File: src/design/raster_pkg.sv
`default_nettype none

package raster_pkg;

    //////////////////////////////////////////////////////////////////////
    // Screen geometry and datapath widths
    //////////////////////////////////////////////////////////////////////

    localparam int COL_LEN   = 10;
    localparam int LINE_LEN  = 9;
    localparam int EDGE_W    = 24;
    localparam int N_WALKERS = 2;

    localparam int TAG_W = 4;
    localparam int Z_W   = 16;
    localparam int CNT_W = 16;

    //////////////////////////////////////////////////////////////////////
    // Command side
    //////////////////////////////////////////////////////////////////////

    typedef struct packed {
        logic [COL_LEN-1:0]  x;
        logic [LINE_LEN-1:0] y;
    } vertex_s;

    typedef struct packed {
        logic [5:0] r;
        logic [5:0] g;
        logic [5:0] b;
    } color_s;

    typedef struct packed {
        logic [TAG_W-1:0] tag;
        vertex_s          v1;
        vertex_s          v2;
        vertex_s          v3;
        color_s           color;
        logic [Z_W-1:0]   z;
    } tri_s;

    // On a flush only tri_data.tag matters, it names the frame
    typedef struct packed {
        logic is_flush;
        tri_s tri_data;
    } cmd_s;

    //////////////////////////////////////////////////////////////////////
    // Output bus
    //////////////////////////////////////////////////////////////////////

    typedef struct packed {
        logic [TAG_W-1:0]    tag;
        logic [LINE_LEN-1:0] y;
        logic [COL_LEN-1:0]  x;
        color_s              color;
        logic [Z_W-1:0]      z;
    } frag_s;

    typedef struct packed {
        logic [TAG_W-1:0]                      frame;
        logic [CNT_W-1:0]                      count;
        logic [$bits(frag_s)-TAG_W-CNT_W-1:0] pad;
    } mark_s;

    typedef union packed {
        frag_s frag;
        mark_s mark;
    } bus_word_u;

    typedef struct packed {
        logic      is_marker;
        bus_word_u word;
    } bus_s;

endpackage

`default_nettype wire

File: src/design/edge_walker.sv
`timescale 1ns/100ps
`default_nettype none

module edge_walker
(
    input  wire                   clk,
    input  wire                   rst_n,
    input  wire                   tri_valid,
    input  wire raster_pkg::tri_s tri_data,
    output logic                  tri_ready,
    output logic                  frag_valid,
    output raster_pkg::bus_s      frag,
    input  wire                   frag_ready
);

    typedef enum logic [1:0] {S_IDLE, S_ROW, S_PIX} state_e;

    state_e     state;
    logic [1:0] setup_q;

    raster_pkg::tri_s    tri_q;
    raster_pkg::vertex_s vtx [3];

    logic signed [raster_pkg::EDGE_W-1:0] vx [3];
    logic signed [raster_pkg::EDGE_W-1:0] vy [3];
    logic signed [raster_pkg::EDGE_W-1:0] dx_q [3];
    logic signed [raster_pkg::EDGE_W-1:0] dy_q [3];
    logic signed [raster_pkg::EDGE_W-1:0] e_init [3];
    logic signed [raster_pkg::EDGE_W-1:0] e_row [3];
    logic signed [raster_pkg::EDGE_W-1:0] e_pix [3];
    logic signed [raster_pkg::EDGE_W-1:0] org_x;
    logic signed [raster_pkg::EDGE_W-1:0] org_y;
    logic signed [raster_pkg::EDGE_W-1:0] area;

    logic [raster_pkg::COL_LEN-1:0]  box_min_x;
    logic [raster_pkg::COL_LEN-1:0]  box_max_x;
    logic [raster_pkg::LINE_LEN-1:0] box_min_y;
    logic [raster_pkg::LINE_LEN-1:0] box_max_y;
    logic [raster_pkg::COL_LEN-1:0]  min_x_q;
    logic [raster_pkg::COL_LEN-1:0]  max_x_q;
    logic [raster_pkg::LINE_LEN-1:0] min_y_q;
    logic [raster_pkg::LINE_LEN-1:0] max_y_q;
    logic [raster_pkg::COL_LEN-1:0]  cur_x;
    logic [raster_pkg::LINE_LEN-1:0] cur_y;

    logic covered;
    logic step;

    //////////////////////////////////////////////////////////////////////
    // Vertex view, bounding box and corner edge values
    //////////////////////////////////////////////////////////////////////

    always_comb
    begin
        vtx[0] = tri_q.v1;
        vtx[1] = tri_q.v2;
        vtx[2] = tri_q.v3;
        box_min_x = vtx[0].x;
        box_max_x = vtx[0].x;
        box_min_y = vtx[0].y;
        box_max_y = vtx[0].y;
        for (int i = 0; i < 3; i++)
        begin
            vx[i] = vtx[i].x;
            vy[i] = vtx[i].y;
            if (vtx[i].x < box_min_x)
                box_min_x = vtx[i].x;
            if (vtx[i].x > box_max_x)
                box_max_x = vtx[i].x;
            if (vtx[i].y < box_min_y)
                box_min_y = vtx[i].y;
            if (vtx[i].y > box_max_y)
                box_max_y = vtx[i].y;
        end
    end

    // Edge i runs from vertex i to vertex i+1; inside is non-negative
    always_comb
    begin
        org_x = min_x_q;
        org_y = min_y_q;
        for (int i = 0; i < 3; i++)
        begin
            e_init[i] = dy_q[i] * (org_x - vx[i]) - dx_q[i] * (org_y - vy[i]);
        end
        // Sum of the three edges is twice the signed area
        area = e_init[0] + e_init[1] + e_init[2];
    end

    assign covered = !e_pix[0][raster_pkg::EDGE_W-1] &&
                     !e_pix[1][raster_pkg::EDGE_W-1] &&
                     !e_pix[2][raster_pkg::EDGE_W-1];
    assign step = !covered || frag_ready;

    assign tri_ready  = (state == S_IDLE);
    assign frag_valid = (state == S_PIX) && covered;

    always_comb
    begin
        frag.is_marker       = 1'b0;
        frag.word.frag.tag   = tri_q.tag;
        frag.word.frag.y     = cur_y;
        frag.word.frag.x     = cur_x;
        frag.word.frag.color = tri_q.color;
        frag.word.frag.z     = tri_q.z;
    end

    //////////////////////////////////////////////////////////////////////
    // Scan control
    //////////////////////////////////////////////////////////////////////

    always_ff @(posedge clk or negedge rst_n)
    begin
        if (!rst_n)
        begin
            state   <= S_IDLE;
            setup_q <= 2'b00;
        end
        else
        begin
            case (state)
                S_IDLE:
                begin
                    if (tri_valid)
                    begin
                        state   <= S_ROW;
                        setup_q <= 2'b01;
                    end
                end
                S_ROW:
                begin
                    if (setup_q[0])
                        setup_q <= 2'b10;
                    else if (setup_q[1])
                    begin
                        setup_q <= 2'b00;
                        // Clockwise or degenerate
                        if (area <= 0)
                            state <= S_IDLE;
                    end
                    else if (cur_y > max_y_q)
                        state <= S_IDLE;
                    else
                        state <= S_PIX;
                end
                S_PIX:
                begin
                    if (step && cur_x == max_x_q)
                        state <= S_ROW;
                end
                default:
                    state <= S_IDLE;
            endcase
        end
    end

    // Triangle, box and edge accumulators
    always_ff @(posedge clk)
    begin
        case (state)
            S_IDLE:
            begin
                if (tri_valid)
                    tri_q <= tri_data;
            end
            S_ROW:
            begin
                if (setup_q[0])
                begin
                    min_x_q <= box_min_x;
                    max_x_q <= box_max_x;
                    min_y_q <= box_min_y;
                    max_y_q <= box_max_y;
                    for (int i = 0; i < 3; i++)
                    begin
                        dx_q[i] <= vx[(i + 1) % 3] - vx[i];
                        dy_q[i] <= vy[(i + 1) % 3] - vy[i];
                    end
                end
                else if (setup_q[1])
                begin
                    e_row <= e_init;
                    cur_y <= min_y_q;
                end
                else
                begin
                    e_pix <= e_row;
                    cur_x <= min_x_q;
                end
            end
            S_PIX:
            begin
                if (step && cur_x == max_x_q)
                begin
                    for (int i = 0; i < 3; i++)
                    begin
                        e_row[i] <= e_row[i] - dx_q[i];
                    end
                    cur_y <= cur_y + 1'b1;
                end
                else if (step)
                begin
                    for (int i = 0; i < 3; i++)
                    begin
                        e_pix[i] <= e_pix[i] + dy_q[i];
                    end
                    cur_x <= cur_x + 1'b1;
                end
            end
            default:
            begin
            end
        endcase
    end

endmodule

`default_nettype wire

File: config.mk
export PLATFORM = sky130hd
export DESIGN_NAME = edge_walker
export DESIGN_NICKNAME = d
export VERILOG_FILES = /design/src/design/raster_pkg.sv /design/src/design/edge_walker.sv
export SDC_FILE = /design/constraint.sdc
export NUM_CORES = 2
export LEC_CHECK = 0
export BUFFER_PORTS_ARGS = -buffer_cell sky130_fd_sc_hd__buf_2
export CAP_MARGIN = 20
export CORE_AREA = 2 2 286 288
export CTS_CLUSTER_SIZE = 24
export DETAILED_ROUTE_END_ITERATION = 10
export DIE_AREA = 0 0 288 290
export HOLD_SLACK_MARGIN = 0.12
export PLACE_DENSITY = 0.88
export SYNTH_ARGS = -nofsm -noshare
export SYNTH_HDL_FRONTEND = slang
export SYNTH_SLANG_ARGS = --single-unit
File: constraint.sdc
create_clock -name clk -period 29.2 [get_ports clk]
set_input_delay 4.38 -clock clk [delete_from_list [all_inputs] [get_ports clk]]
set_output_delay 4.38 -clock clk [all_outputs]
set_load 0.05 [all_outputs]
==> impl_metrics.env <==
export IMPL_synth_area_um2=55900
export IMPL_clock_skew_ns=0.0492
export IMPL_hp_class="reg2reg"
export IMPL_route_detailed_drc=0
export IMPL_io_pins=159
export IMPL_syn_num_nets=7283
export IMPL_period_share_pct=43.3
export IMPL_grt_max_degree=105
export IMPL_row_count=104
export IMPL_timing_final_crit_period_ns=12.63
export IMPL_synthArstFlopShare_pct=1.10
export IMPL_antenna_left=0
export IMPL_synth_cells=5735
export IMPL_fillers=5442
export IMPL_rsz0062_at_grt="no"
export IMPL_clk_pin_slew_ns=0.06
export IMPL_drt_iter0_markers=4427
export IMPL_crit_start="tri_q[82]"
export IMPL_reg2reg_depth=43
export IMPL_grt_usage_pct=37.8
export IMPL_status="completed"
export IMPL_port_buffers=157
export IMPL_cp_endpoint="state[0]"
export IMPL_vias=42160
export IMPL_r2r_end="state[0]"
export IMPL_dieWidth_um=288
export IMPL_grt_ovfl_total=0
export IMPL_gp_congestion=1.02
export IMPL_cts_root_buf="clkbuf_16"
export IMPL_h_tree_depth=2
export IMPL_synth_edf_count=359
export IMPL_core_area_um2=80200
export IMPL_setup_tns_ns=0
export IMPL_timing_rr_start="tri_q[82]"
export IMPL_reg2reg_slack_ns=16.57
export IMPL_mostFrequentLayoutCell="inv_1"
export IMPL_fp_dieH_um=290
export IMPL_max_cap_viol_count=0
export IMPL_via_per_inst=6.13
export IMPL_cts_resized=0
export IMPL_regArea_um2=10900
export IMPL_yosysWarnings=0
export IMPL_yosys_cell_types_count=104
export IMPL_criticalPathCategory="reg2reg"
export IMPL_wl_mm=155
export IMPL_cp_start_kind="register"
export IMPL_tightest_slew_ns=1.18
export IMPL_yosysSeqAreaShare_pct=19.5
export IMPL_slowest_delay_ns=0.64
export IMPL_syn_to_final_growth_pct=5.48
export IMPL_setup_viol=0
export IMPL_numClockSinks=363
export IMPL_ctsHoldBuffers=0
export IMPL_fmax_mhz=79.2
export IMPL_crit_arrival_ns=13.09
export IMPL_numCtsBuffers=45
export IMPL_cp_slowest_cell="xor2_1"
export IMPL_final_max_slew_viol_count=0
export IMPL_cts_path_max_buffers=3
export IMPL_grt_pass1_wl_mm=242
export IMPL_final_cell_mix="inv_1, fa_1, ha_1, nand2_1, edfxtp_1"
export IMPL_dr_pass1_iters=8
export IMPL_syn_area_per_cell_um2=9.74
export IMPL_required_ns=29.66
export IMPL_maxSlewHeadroom_pct=21.2
export IMPL_path_max_fanout=10
export IMPL_ys_flop_type="edfxtp_1"
export IMPL_cp_end_kind="register"
export IMPL_nets=7328
export IMPL_synth_seq_cells=363
export IMPL_multi_input_area_um2=40200
export IMPL_cts_setup_buffers=0
export IMPL_dieArea_um2=83500
export IMPL_start_util_pct=69.7
export IMPL_final_layout_size_suffix_gt1_share_pct=5.32
export IMPL_final_hold_viol_count=0
export IMPL_avgRoutedWirePerCell_um=22.6
export IMPL_cts_tree="done"
export IMPL_clk_latency_ns=0.62
export IMPL_hpwlAfterDp_mm=127
export IMPL_cp_common_cell="fa_1"
export IMPL_antenna_found_initial=11
export IMPL_grt_pass1_vias=44550
per-layer routing:
layer	vias to the layer above	share of wire (%)	GRT usage, %
li1	18528	-	-
met1	20584	37	48.7
met2	2458	45	58.5
met3	582	12	9.95
met4	8	6.5	20.4
met5	-	0.036	0
cells by family (layout without fill, tap and decap cells):
group / count (synthesis) / after routing / synth area share, %
buffers and inverters: 1263 / 1341 / 8.75
xor gates and xnor gates: 293 / 293 / 4.64
adders and majority gates: 1449 / 1449 / 43.5
DFF: 363 / 363 / 19.5
other: 1 / 5 / 0.00671
AOI/OAI and AO/OA: 857 / 857 / 9.67
and+or+nand+nor: 1442 / 1442 / 12.8
muxes: 67 / 67 / 1.21
synth_stat cells (5+ instances only):
library cell	count	area share (%)
edfxtp_1	359	19
mux2_2	5	0.10
a21o_1	105	1.4
or2_1	5	0.056
or4_1	7	0.094
a41oi_1	5	0.078
ha_1	627	14
nand2b_1	130	1.5
o21bai_1	24	0.32
or2_2	14	0.16
nand3_1	40	0.36
nand4_1	20	0.22
xor2_1	127	2.0
fa_1	822	29
o41ai_1	6	0.094
o31ai_1	23	0.31
o31a_1	6	0.094
inv_1	1077	7.2
xnor2_1	164	2.6
mux2i_1	61	1.1
a31oi_1	21	0.24
o22ai_1	5	0.056
a211oi_1	14	0.19
nor4_1	12	0.13
o21ai_1	31	0.28
nor3_1	41	0.37
and3_1	15	0.17
nor3b_1	9	0.12
clkbuf_1	141	0.95
a221oi_1	5	0.078
a21boi_1	13	0.17
nand2_1	513	3.4
a21boi_0	15	0.20
o21ai_0	260	2.3
or3_1	15	0.17
buf_4	39	0.52
o211ai_1	8	0.11
nor2_1	242	1.6
a21oi_1	203	1.8
nor2b_1	77	0.86
and2_1	276	3.1
o21a_1	52	0.70
registers in the layout, indices dropped and copies added (netlist names):
| signal | flops |
|---|---|
| min_x_q | 10 |
| e_row | 72 |
| setup_q | 2 |
| max_y_q | 9 |
| cur_x | 10 |
| state | 2 |
| dy_q | 30 |
| frag | 38 |
| dx_q | 33 |
| tri_q | 57 |
| e_pix | 72 |
| max_x_q | 10 |
| cur_y | 9 |
| min_y_q | 9 |
how the worst min path moves through the flow:
stage                     startpoint          to  slack (ns)  cells past startpoint
final                     setup_q[0]  setup_q[0]        0.57                      2
after global placement    setup_q[0]  setup_q[0]        0.50                      2
after detailed placement  setup_q[0]  setup_q[0]        0.53                      2
after CTS                 setup_q[0]  setup_q[0]        0.56                      2
after global routing      setup_q[0]  setup_q[0]        0.59                      2
after floorplan           setup_q[0]  setup_q[0]        0.48                      2
worst max-delay path, delay by kind of cell, from the launching register on:
kind                       cells  cell delay, ns
AOI/OAI and AO/OA             15            3.23
xor gates and xnor gates       3            1.15
adders and majority gates     11            5.02
buffers and inverters          4            0.36
DFF                            1            0.48
and+or+nand+nor               10            2.21
layout make-up:
| cell class | count | share of cell area [%] |
|---|---|---|
| tap | 1060 | 2.25 |
| multi-input combinational | 4109 | 68.1 |
| antenna | 4 | 0.0170 |
| clock inverter | 29 | 0.616 |
| clock buffer | 51 | 1.95 |
| timing repair buffer | 183 | 1.71 |
| inverter | 1078 | 6.87 |
| sequential | 363 | 18.5 |
through the flow:
step / area (um^2) / hold slack [ns] / utilization (%) / setup WS (ns) / instances
6_report: 58900 / 0.568 / 73.5 / 16.57 / 6877
5_1_grt: 58900 / 0.591 / 73.5 / 16.05 / 6876
4_1_cts: 58900 / 0.564 / 73.5 / 16.80 / 6870
3_5_place_dp: 57400 / 0.532 / 71.6 / 16.89 / 6790
3_3_place_gp: 57400 / 0.503 / 71.6 / 17.28 / 6788
2_1_floorplan: 55900 / 0.485 / - / 18.01 / 5735
Power is left out: the tool's default activity adds up to more than one toggle a clock period on the data nets, which glitch-free logic cannot reach.
