[config.mk]
export PLATFORM = sky130hd
export DESIGN_NAME = frag_arbiter
export DESIGN_NICKNAME = d
export VERILOG_FILES = /design/src/design/raster_pkg.sv /design/src/design/frag_arbiter.sv
export SDC_FILE = /design/constraint.sdc
export NUM_CORES = 1
export LEC_CHECK = 0
export BUFFER_PORTS_ARGS = -buffer_cell sky130_fd_sc_hd__clkbuf_2
export CORE_AREA = 2 2 93 95
export DETAILED_ROUTE_END_ITERATION = 6
export DIE_AREA = 0 0 95 97
export PLACE_DENSITY = 0.79
export SLEW_MARGIN = 20
export SYNTH_ARGS = -nofsm -noshare
export SYNTH_HDL_FRONTEND = slang
export SYNTH_SLANG_ARGS = --single-unit
[constraint.sdc]
create_clock -name clk -period 2.7 [get_ports clk]
set_clock_uncertainty 0.05 [all_clocks]
set_input_delay 0.135 -clock clk [delete_from_list [all_inputs] [get_ports clk]]
set_output_delay 0.135 -clock clk [all_outputs]
set_load 0.005 [all_outputs]
[src/design/raster_pkg.sv]
`default_nettype none

package raster_pkg;

    //////////////////////////////////////////////////////////////////////
    // Screen geometry and datapath widths
    //////////////////////////////////////////////////////////////////////

    localparam int COL_LEN   = 10;
    localparam int LINE_LEN  = 9;
    localparam int EDGE_W    = 24;
    localparam int N_WALKERS = 2;

    localparam int TAG_W = 4;
    localparam int Z_W   = 16;
    localparam int CNT_W = 16;

    //////////////////////////////////////////////////////////////////////
    // Command side
    //////////////////////////////////////////////////////////////////////

    typedef struct packed {
        logic [COL_LEN-1:0]  x;
        logic [LINE_LEN-1:0] y;
    } vertex_s;

    typedef struct packed {
        logic [5:0] r;
        logic [5:0] g;
        logic [5:0] b;
    } color_s;

    typedef struct packed {
        logic [TAG_W-1:0] tag;
        vertex_s          v1;
        vertex_s          v2;
        vertex_s          v3;
        color_s           color;
        logic [Z_W-1:0]   z;
    } tri_s;

    // On a flush only tri_data.tag matters, it names the frame
    typedef struct packed {
        logic is_flush;
        tri_s tri_data;
    } cmd_s;

    //////////////////////////////////////////////////////////////////////
    // Output bus
    //////////////////////////////////////////////////////////////////////

    typedef struct packed {
        logic [TAG_W-1:0]    tag;
        logic [LINE_LEN-1:0] y;
        logic [COL_LEN-1:0]  x;
        color_s              color;
        logic [Z_W-1:0]      z;
    } frag_s;

    typedef struct packed {
        logic [TAG_W-1:0]                      frame;
        logic [CNT_W-1:0]                      count;
        logic [$bits(frag_s)-TAG_W-CNT_W-1:0] pad;
    } mark_s;

    typedef union packed {
        frag_s frag;
        mark_s mark;
    } bus_word_u;

    typedef struct packed {
        logic      is_marker;
        bus_word_u word;
    } bus_s;

endpackage

`default_nettype wire

[src/design/frag_arbiter.sv]
`timescale 1ns/100ps
`default_nettype none

module frag_arbiter
#(
    parameter int N_PORTS = raster_pkg::N_WALKERS + 1
)
(
    input  wire                   clk,
    input  wire                   rst_n,
    input  wire  [N_PORTS-1:0]    in_valid,
    input  wire raster_pkg::bus_s in_data [N_PORTS],
    output logic [N_PORTS-1:0]    in_ready,
    output logic                  out_valid,
    output raster_pkg::bus_s      out,
    input  wire                   out_ready
);

    localparam int IDX_W = (N_PORTS > 1) ? $clog2(N_PORTS) : 1;

    logic [IDX_W-1:0]             ptr_q;
    logic [IDX_W-1:0]             grant_q;
    logic                         lock_q;
    logic [IDX_W-1:0]             pick;
    logic [IDX_W-1:0]             grant;
    logic                         found;
    logic                         xfer;
    logic [raster_pkg::CNT_W-1:0] count_q;

    // First valid port at or after the pointer
    always_comb
    begin
        int unsigned idx;
        found = 1'b0;
        pick  = ptr_q;
        for (int k = 0; k < N_PORTS; k++)
        begin
            idx = (int'(ptr_q) + k) % N_PORTS;
            if (!found && in_valid[idx])
            begin
                found = 1'b1;
                pick  = IDX_W'(idx);
            end
        end
    end

    assign grant     = lock_q ? grant_q : pick;
    assign out_valid = in_valid[grant];
    assign xfer      = out_valid && out_ready;

    always_comb
    begin
        for (int i = 0; i < N_PORTS; i++)
        begin
            in_ready[i] = out_ready && (grant == IDX_W'(i));
        end
    end

    always_comb
    begin
        out = in_data[grant];
        if (out.is_marker)
            out.word.mark.count = count_q;
    end

    //////////////////////////////////////////////////////////////////////
    // Grant lock, rotation and frame count
    //////////////////////////////////////////////////////////////////////

    always_ff @(posedge clk or negedge rst_n)
    begin
        if (!rst_n)
        begin
            ptr_q   <= '0;
            grant_q <= '0;
            lock_q  <= 1'b0;
            count_q <= '0;
        end
        else if (xfer)
        begin
            lock_q <= 1'b0;
            ptr_q  <= (grant == IDX_W'(N_PORTS - 1)) ? '0 : grant + 1'b1;
            if (out.is_marker)
                count_q <= '0;
            else
                count_q <= count_q + 1'b1;
        end
        else if (out_valid)
        begin
            // Stalled by the sink
            lock_q  <= 1'b1;
            grant_q <= grant;
        end
    end

endmodule

`default_nettype wire

==> metrics, run 1 <==
H-tree depth 1; global-route wire length before repair 25.1 mm; FF-to-FF path depth 17; DRT Pass-1 Iters 7; commonest cells in the synthesized netlist 119 x nand2_1, 45 x mux2i_1, 44 x o21ai_0; fin crit share 131%; VDD IR max just over 0.0007 V; final setup fails between 80 and 90; Crit Path Max Fanout 12; Final WS setup -0.849 ns; most common flop cell mapped by yosys dfrtp_1; Num CTS Buffers 3; Final Net Count roughly 930; Worst R2R Start ptr_q[1]$_DFFE_PN0P_; CP Capture Point out[45]; share of cells above drive strength 1 63.6%; gr usage total 35.5%; top cell type's share of synthesized area 18.1%; IO Pins around 240; Final Max Slew Viols 0; WS Path Type reg2out; Setup crit start ptr_q[0]$_DFFE_PN0P_; Cells after Synth 412; P_leak 3.10 nW; die area 9220 um2; Unique masters post-synth 47; max_cap viols 0; power per cell area 1660 nW/um2; Synth Area per Inst 7.06 um2; FF+latch count, synth 21; Setup crit end kind primary output; largest net degree at the start of global routing 29; core area around 8100 um2; DRT antenna net count 0; synthesized area 2910 um2; post-route design area between 5000 and 6000 um2; Clock transition at path regs approximately 0.080 ns; GRT overflow 0; Worst Path Required about 2.5 ns; synth top area cells dfrtp_1 18%, mux2i_1 15%, nand2_1 15%, o21ai_0 7.6%, a21oi_1 5.7%; clock share of power between 2 and 2.5%; Synth area leader dfrtp_1; dpl cells approximately 800; fmax 0.282 GHz; vias per cell 5.82; worst-margin pin slew between 0.5 and 0.6 ns; crit path max-delay cell type a221o_2; Placed Area 4580 um2; Root Buffer clkbuf_8; R2R Setup Slk -0.78 ns; failing checks negative setup slack; Int Pwr 5.29 mW; floorplan row count 33; clock tree buffer depth 2; vias in the first global route 4,798; Comb pwr share between 90 and 100%; status finished with violations; most common cell in the synthesized netlist nand2_1; YS warnings 0; Clock Sinks 21; Post-synth ARST share 100%; worst hold path type in2async; die height 97 um; Avg WL per Cell ~21 um; DRC 0; Detail Placement HPWL 11.3 mm; Crit path largest cell delay roughly 0.44 ns; syn nets 597; P&R area growth vs syn 106%; Die Width 95 um; Cell Chain, Critical Path inv_1, ha_4, buf_6, nand2_1, o221ai_2, o2bb2ai_4, buf_6, a221o_2, nor2_4, buf_6, buf_4, a21oi_1, o21ai_1, clkbuf_2; most used cell, CP buf_6; port bufs 241; total length of routed wires 18.1 mm; antenna cells 0; vias between 4,000 and 5,000; final hold viol count 0; starting density of the core 35.8%; startpoint types flop; relative slew slack 63.6%; end of the worst register-to-register path count_q[12]$_DFFE_PN0P_; fin crit period 3.55 ns; Placer Congestion roughly 0.9; switching power 4.67 mW; RSZ-0062 raised after global routing true; Reg power frac under 10%; clk_lat worst skew 0.27 ns; Layout Cells excl Fill about 850; sequential share of the synthesized area 18.1%; number of DRC markers in iteration 0 459; Post-synth EDFFs 0; switching share of power about 47%; antenna violations before repair 0; Data arrival, critical path 3.36 ns; TritonCTS clock tree done
[power groups by stage]
| stage | Sequential [mW] | Clock (mW) | Combinational, mW |
|---|---|---|---|
| after floorplan | 0.563 | 0 | 3.14 |
| after global placement | 0.596 | 0 | 5.34 |
| after detailed placement | 0.606 | 0 | 5.49 |
| after CTS | 0.604 | 0.220 | 7.79 |
| after global routing | 0.646 | 0.230 | 9.46 |
| final | 0.629 | 0.218 | 9.11 |
[cell type report]
class                      count  area, um2
clock inverter                 1       5.00
fill                         595       2140
clock buffer                   3       41.3
multi-input combinational    357       2730
sequential                    21        526
inverter                       4       15.0
tap                          105        131
timing repair buffer         354       2550
[routing by layer]
| metal | track usage, % | part of all wire (%) | up-vias |
|---|---|---|---|
| met3 | 6.93 | 9.6 | 101 |
| met1 | 44.1 | 37 | 2277 |
| li1 | - | - | 2135 |
| met4 | 15.5 | 5.2 | 0 |
| met2 | 58.8 | 49 | 401 |
| met5 | 0 | 0 | - |
[what timing repair did]
| action | in CTS | in global routing |
|---|---|---|
| endpoints found under the setup margin | 83 | 83 |
| gates cloned | 7 | 1 |
| hold endpoints to repair | 21 | 0 |
| setup buffers | 41 | 18 |
| resized for setup | 149 | 124 |
| pin swaps | 27 | 33 |
| hold buffers | 1 | 0 |
[state kept, by name (all words and copies together) (netlist names)]
register	count
count_q	16
grant_q	2
ptr_q	2
lock_q	1
[per-stage QoR]
stage | utilization (%) | setup TNS [ns] | hold slack (ns) | worst slack (ns) | total power [mW]
floorplan | - | -0.130 | -0.211 | -0.0317 | 3.70
global placement | 56.3 | -5.10 | 0.0819 | -0.252 | 5.93
detailed placement | 56.3 | -15.16 | 0.0925 | -0.394 | 6.10
CTS | 68.8 | -25.06 | 0.293 | -0.440 | 8.62
global route | 73.7 | -61.16 | 0.327 | -0.940 | 10.3
finish | 73.7 | -54.08 | 0.314 | -0.849 | 9.96
[critical path: cells and delay by family, from the launching register on]
kind | cells | cell delay [ns]
AOI/OAI and AO/OA | 5 | 1.20
buffers and inverters | 6 | 0.94
DFF | 1 | 0.42
and+or+nand+nor | 2 | 0.28
adders and majority gates | 1 | 0.24
[kinds of logic after synthesis]
logic type               after synthesis  share of synthesized area (%)
multiplexers                          49                           17.1
AND/OR/NAND/NOR                      160                           24.0
AO/OA/AOI/OAI                        143                           32.8
buffers and inverters                 34                           5.85
adder cells (fa/ha/maj)                5                           2.15
flip-flops                            21                           18.1
[worst min-delay path by stage]
stage | from | slack, ns | depth (start not counted) | to
after detailed placement | rst_n | 0.09 | 1 | ptr_q[1]$_DFFE_PN0P_
after floorplan | rst_n | -0.21 | 0 | count_q[0]$_DFFE_PN0P_
after CTS | out_ready | 0.29 | 3 | grant_q[1]$_DFFE_PN0P_
after global placement | rst_n | 0.08 | 1 | ptr_q[0]$_DFFE_PN0P_
final | rst_n | 0.31 | 2 | ptr_q[1]$_DFFE_PN0P_
after global routing | out_ready | 0.33 | 3 | grant_q[1]$_DFFE_PN0P_
[layout by cell type (no fill, tap or decap), types with 4 or more instances in the layout]
cell       Yosys  final
clkbuf_2       0    193
nand2_1      119    104
buf_6          0     52
buf_4          7     47
buf_2         13     40
o21ai_1       18     39
mux2i_1       45     36
dfrtp_1       21     21
a21oi_1       33     19
o21ai_2        1     18
a21oi_2        0     13
nand2_2        0     11
a2bb2oi_2      7      8
mux2i_2        1      7
o31ai_2        7      7
buf_12         0      7
buf_8          0      7
buf_16         0      6
nor2b_1        6      5
o21ai_4        0      5
nand3_1        7      5
a22o_1         5      5
nand2_4        0      4
or3_1          4      4
or2_2          4      4
ha_4           0      4
No activity file was read; power rests on OpenSTA's default activity.
==> run 2, diff against run 1 <==
--- a/config.mk
+++ b/config.mk
@@ -9,7 +9,9 @@
 export CORE_AREA = 2 2 93 95
 export DETAILED_ROUTE_END_ITERATION = 6
 export DIE_AREA = 0 0 95 97
-export PLACE_DENSITY = 0.79
+export GPL_TIMING_DRIVEN = 1
+export PLACE_DENSITY_LB_ADDON = 0.12
+export REMOVE_ABC_BUFFERS = 1
 export SLEW_MARGIN = 20
 export SYNTH_ARGS = -nofsm -noshare
 export SYNTH_HDL_FRONTEND = slang
==> metrics, run 2 (synthesis results as in run 1) <==
Largest regs count_q (16), grant_q (2), ptr_q (2); P&R area growth vs syn 106%; antenna violations before repair 0; share of cells above drive strength 1 65.2%; fmax 0.314 GHz; total length of routed wires 15.7 mm; vias per cell 5.40; die area 9220 um2; core area 8130 um2; startpoint types flop; DRC 0; VDD IR max 0.000731 V; Num CTS Buffers 3; Final Util 73.9%; worst-margin pin slew 0.582 ns; gr usage total 31.2%; number of DRC markers in iteration 0 164; Data arrival, critical path 3.00 ns; vias in the first global route 4,365; antenna cells 0; IO Pins roughly 240; CP delay by family, top buffers and inverters; status finished with violations; vias about 4,500; most used cell, CP buf_4; Final Net Count between 900 and 1,000; Detail Placement HPWL roughly 12 mm; H-tree depth 1; relative slew slack 61.2%; RSZ-0062 raised after global routing true; Layout Cells excl Fill 833; DRT Pass-1 Iters 5; Avg WL per Cell roughly 19 um; Crit Path Max Fanout 32; GRT overflow 0; Clock Sinks 21; fin crit period around 3.2 ns; WS Path Type reg2out; P_leak 3.04 nW; commonest cells after routing, fill and taps aside 205 x clkbuf_2, 92 x nand2_1, 46 x buf_4; final setup fails 81; crit path max-delay cell type dfrtp_1; worst path bufs/invs 7; clock tree buffer depth 2; global-route wire length before repair 22.5 mm; worst hold path type in2reg; starting density of the core 35.8%; failing checks negative setup slack; Cell Chain, Critical Path buf_6, ha_4, buf_4, buf_4, nor2b_4, nor3_2, o31ai_2, a21o_2, buf_4, buf_12, buf_12, a21oi_1, a21oi_1, o21ai_2, buf_2; final hold viol count 0; largest net degree at the start of global routing 33; final hold slack 0.319 ns; commonest non-fill, non-tap cell in the layout clkbuf_2; Largest register FFs 16; max_cap viols 0; Worst Path Required 2.52 ns; Die Width 95 um; dpl cells ~800; Crit path largest cell delay around 0.4 ns; Final WS setup -0.488 ns; Final Max Slew Viols 0; DRT antenna net count 0; port bufs 241; Placer Congestion 0.922; register name with the most flops count_q; Clock transition at path regs around 0.090 ns; floorplan row count 33; die height 97 um; clk_lat worst skew ~0.27 ns; Setup crit end kind primary output; Root Buffer clkbuf_8; power per cell area 1580 nW/um2; fin crit share 118%; TritonCTS clock tree done
## run 2: metrics by stage
step                TNS, ns  setup slack [ns]  instance area (um2)  power (mW)
finish               -28.93            -0.488                 6010        9.51
global route         -37.52            -0.579                 6010        10.0
CTS                  -23.10            -0.385                 5290        7.84
detailed placement   -17.70            -0.387                 4720        6.47
global placement     -15.00            -0.267                 4720        6.40
floorplan           -427.15             -6.08                 2760        2.72
## run 2: path summary, 6_finish.rpt
check                                            start                endpoint  slack [ns]  cells after the start
max in group asynchronous                        rst_n    ptr_q[1]$_DFFE_PN0P_        1.83                      2
min in group asynchronous                        rst_n  grant_q[0]$_DFFE_PN0P_        0.34                      2
worst max-delay path              ptr_q[0]$_DFFE_PN0P_                 out[37]       -0.49                     15
worst max register to register    ptr_q[0]$_DFFE_PN0P_  count_q[7]$_DFFE_PN0P_       -0.41                     16
worst min register to register  grant_q[1]$_DFFE_PN0P_  grant_q[1]$_DFFE_PN0P_        0.48                      1
worst min-delay path                         out_ready  grant_q[0]$_DFFE_PN0P_        0.32                      3
## run 2: area by class of cell
type / count / area [um2]
multi-input cells: 357 / 2840
repair buffers: 342 / 2450
fillers: 643 / 2130
flip-flops and latches: 21 / 527
well taps: 105 / 131
clock buffers: 4 / 45.0
inverters: 4 / 15.0
## run 2: what timing repair did
item,in CTS,in global routing
pin swaps,19,40
hold buffers,1,0
setup buffers,20,19
cloned,3,3
resized for setup,79,189
hold endpoints to repair,21,0
endpoints found under the setup margin,83,83
## run 2: metal layers
| layer | global-route usage, % | share of wire (%) | vias to the layer above |
|---|---|---|---|
| met3 | 6.15 | 9.1 | 37 |
| met2 | 52.6 | 48 | 244 |
| met1 | 40.0 | 40 | 2095 |
| li1 | - | - | 2124 |
| met4 | 8.70 | 2.7 | 0 |
| met5 | 0 | 0 | - |
## run 2: worst min-delay path, stage by stage
cell and delay [ns]:
clkbuf_2 0.21, nor2b_4 0.08, mux2_4 0.18
## run 2: power by group
group	leakage, nW	switching, mW	total [mW]	internal [mW]
clock	0.0228	0.113	0.218	0.105
combinational	2.77	4.02	8.65	4.62
sequential	0.246	0.208	0.645	0.437
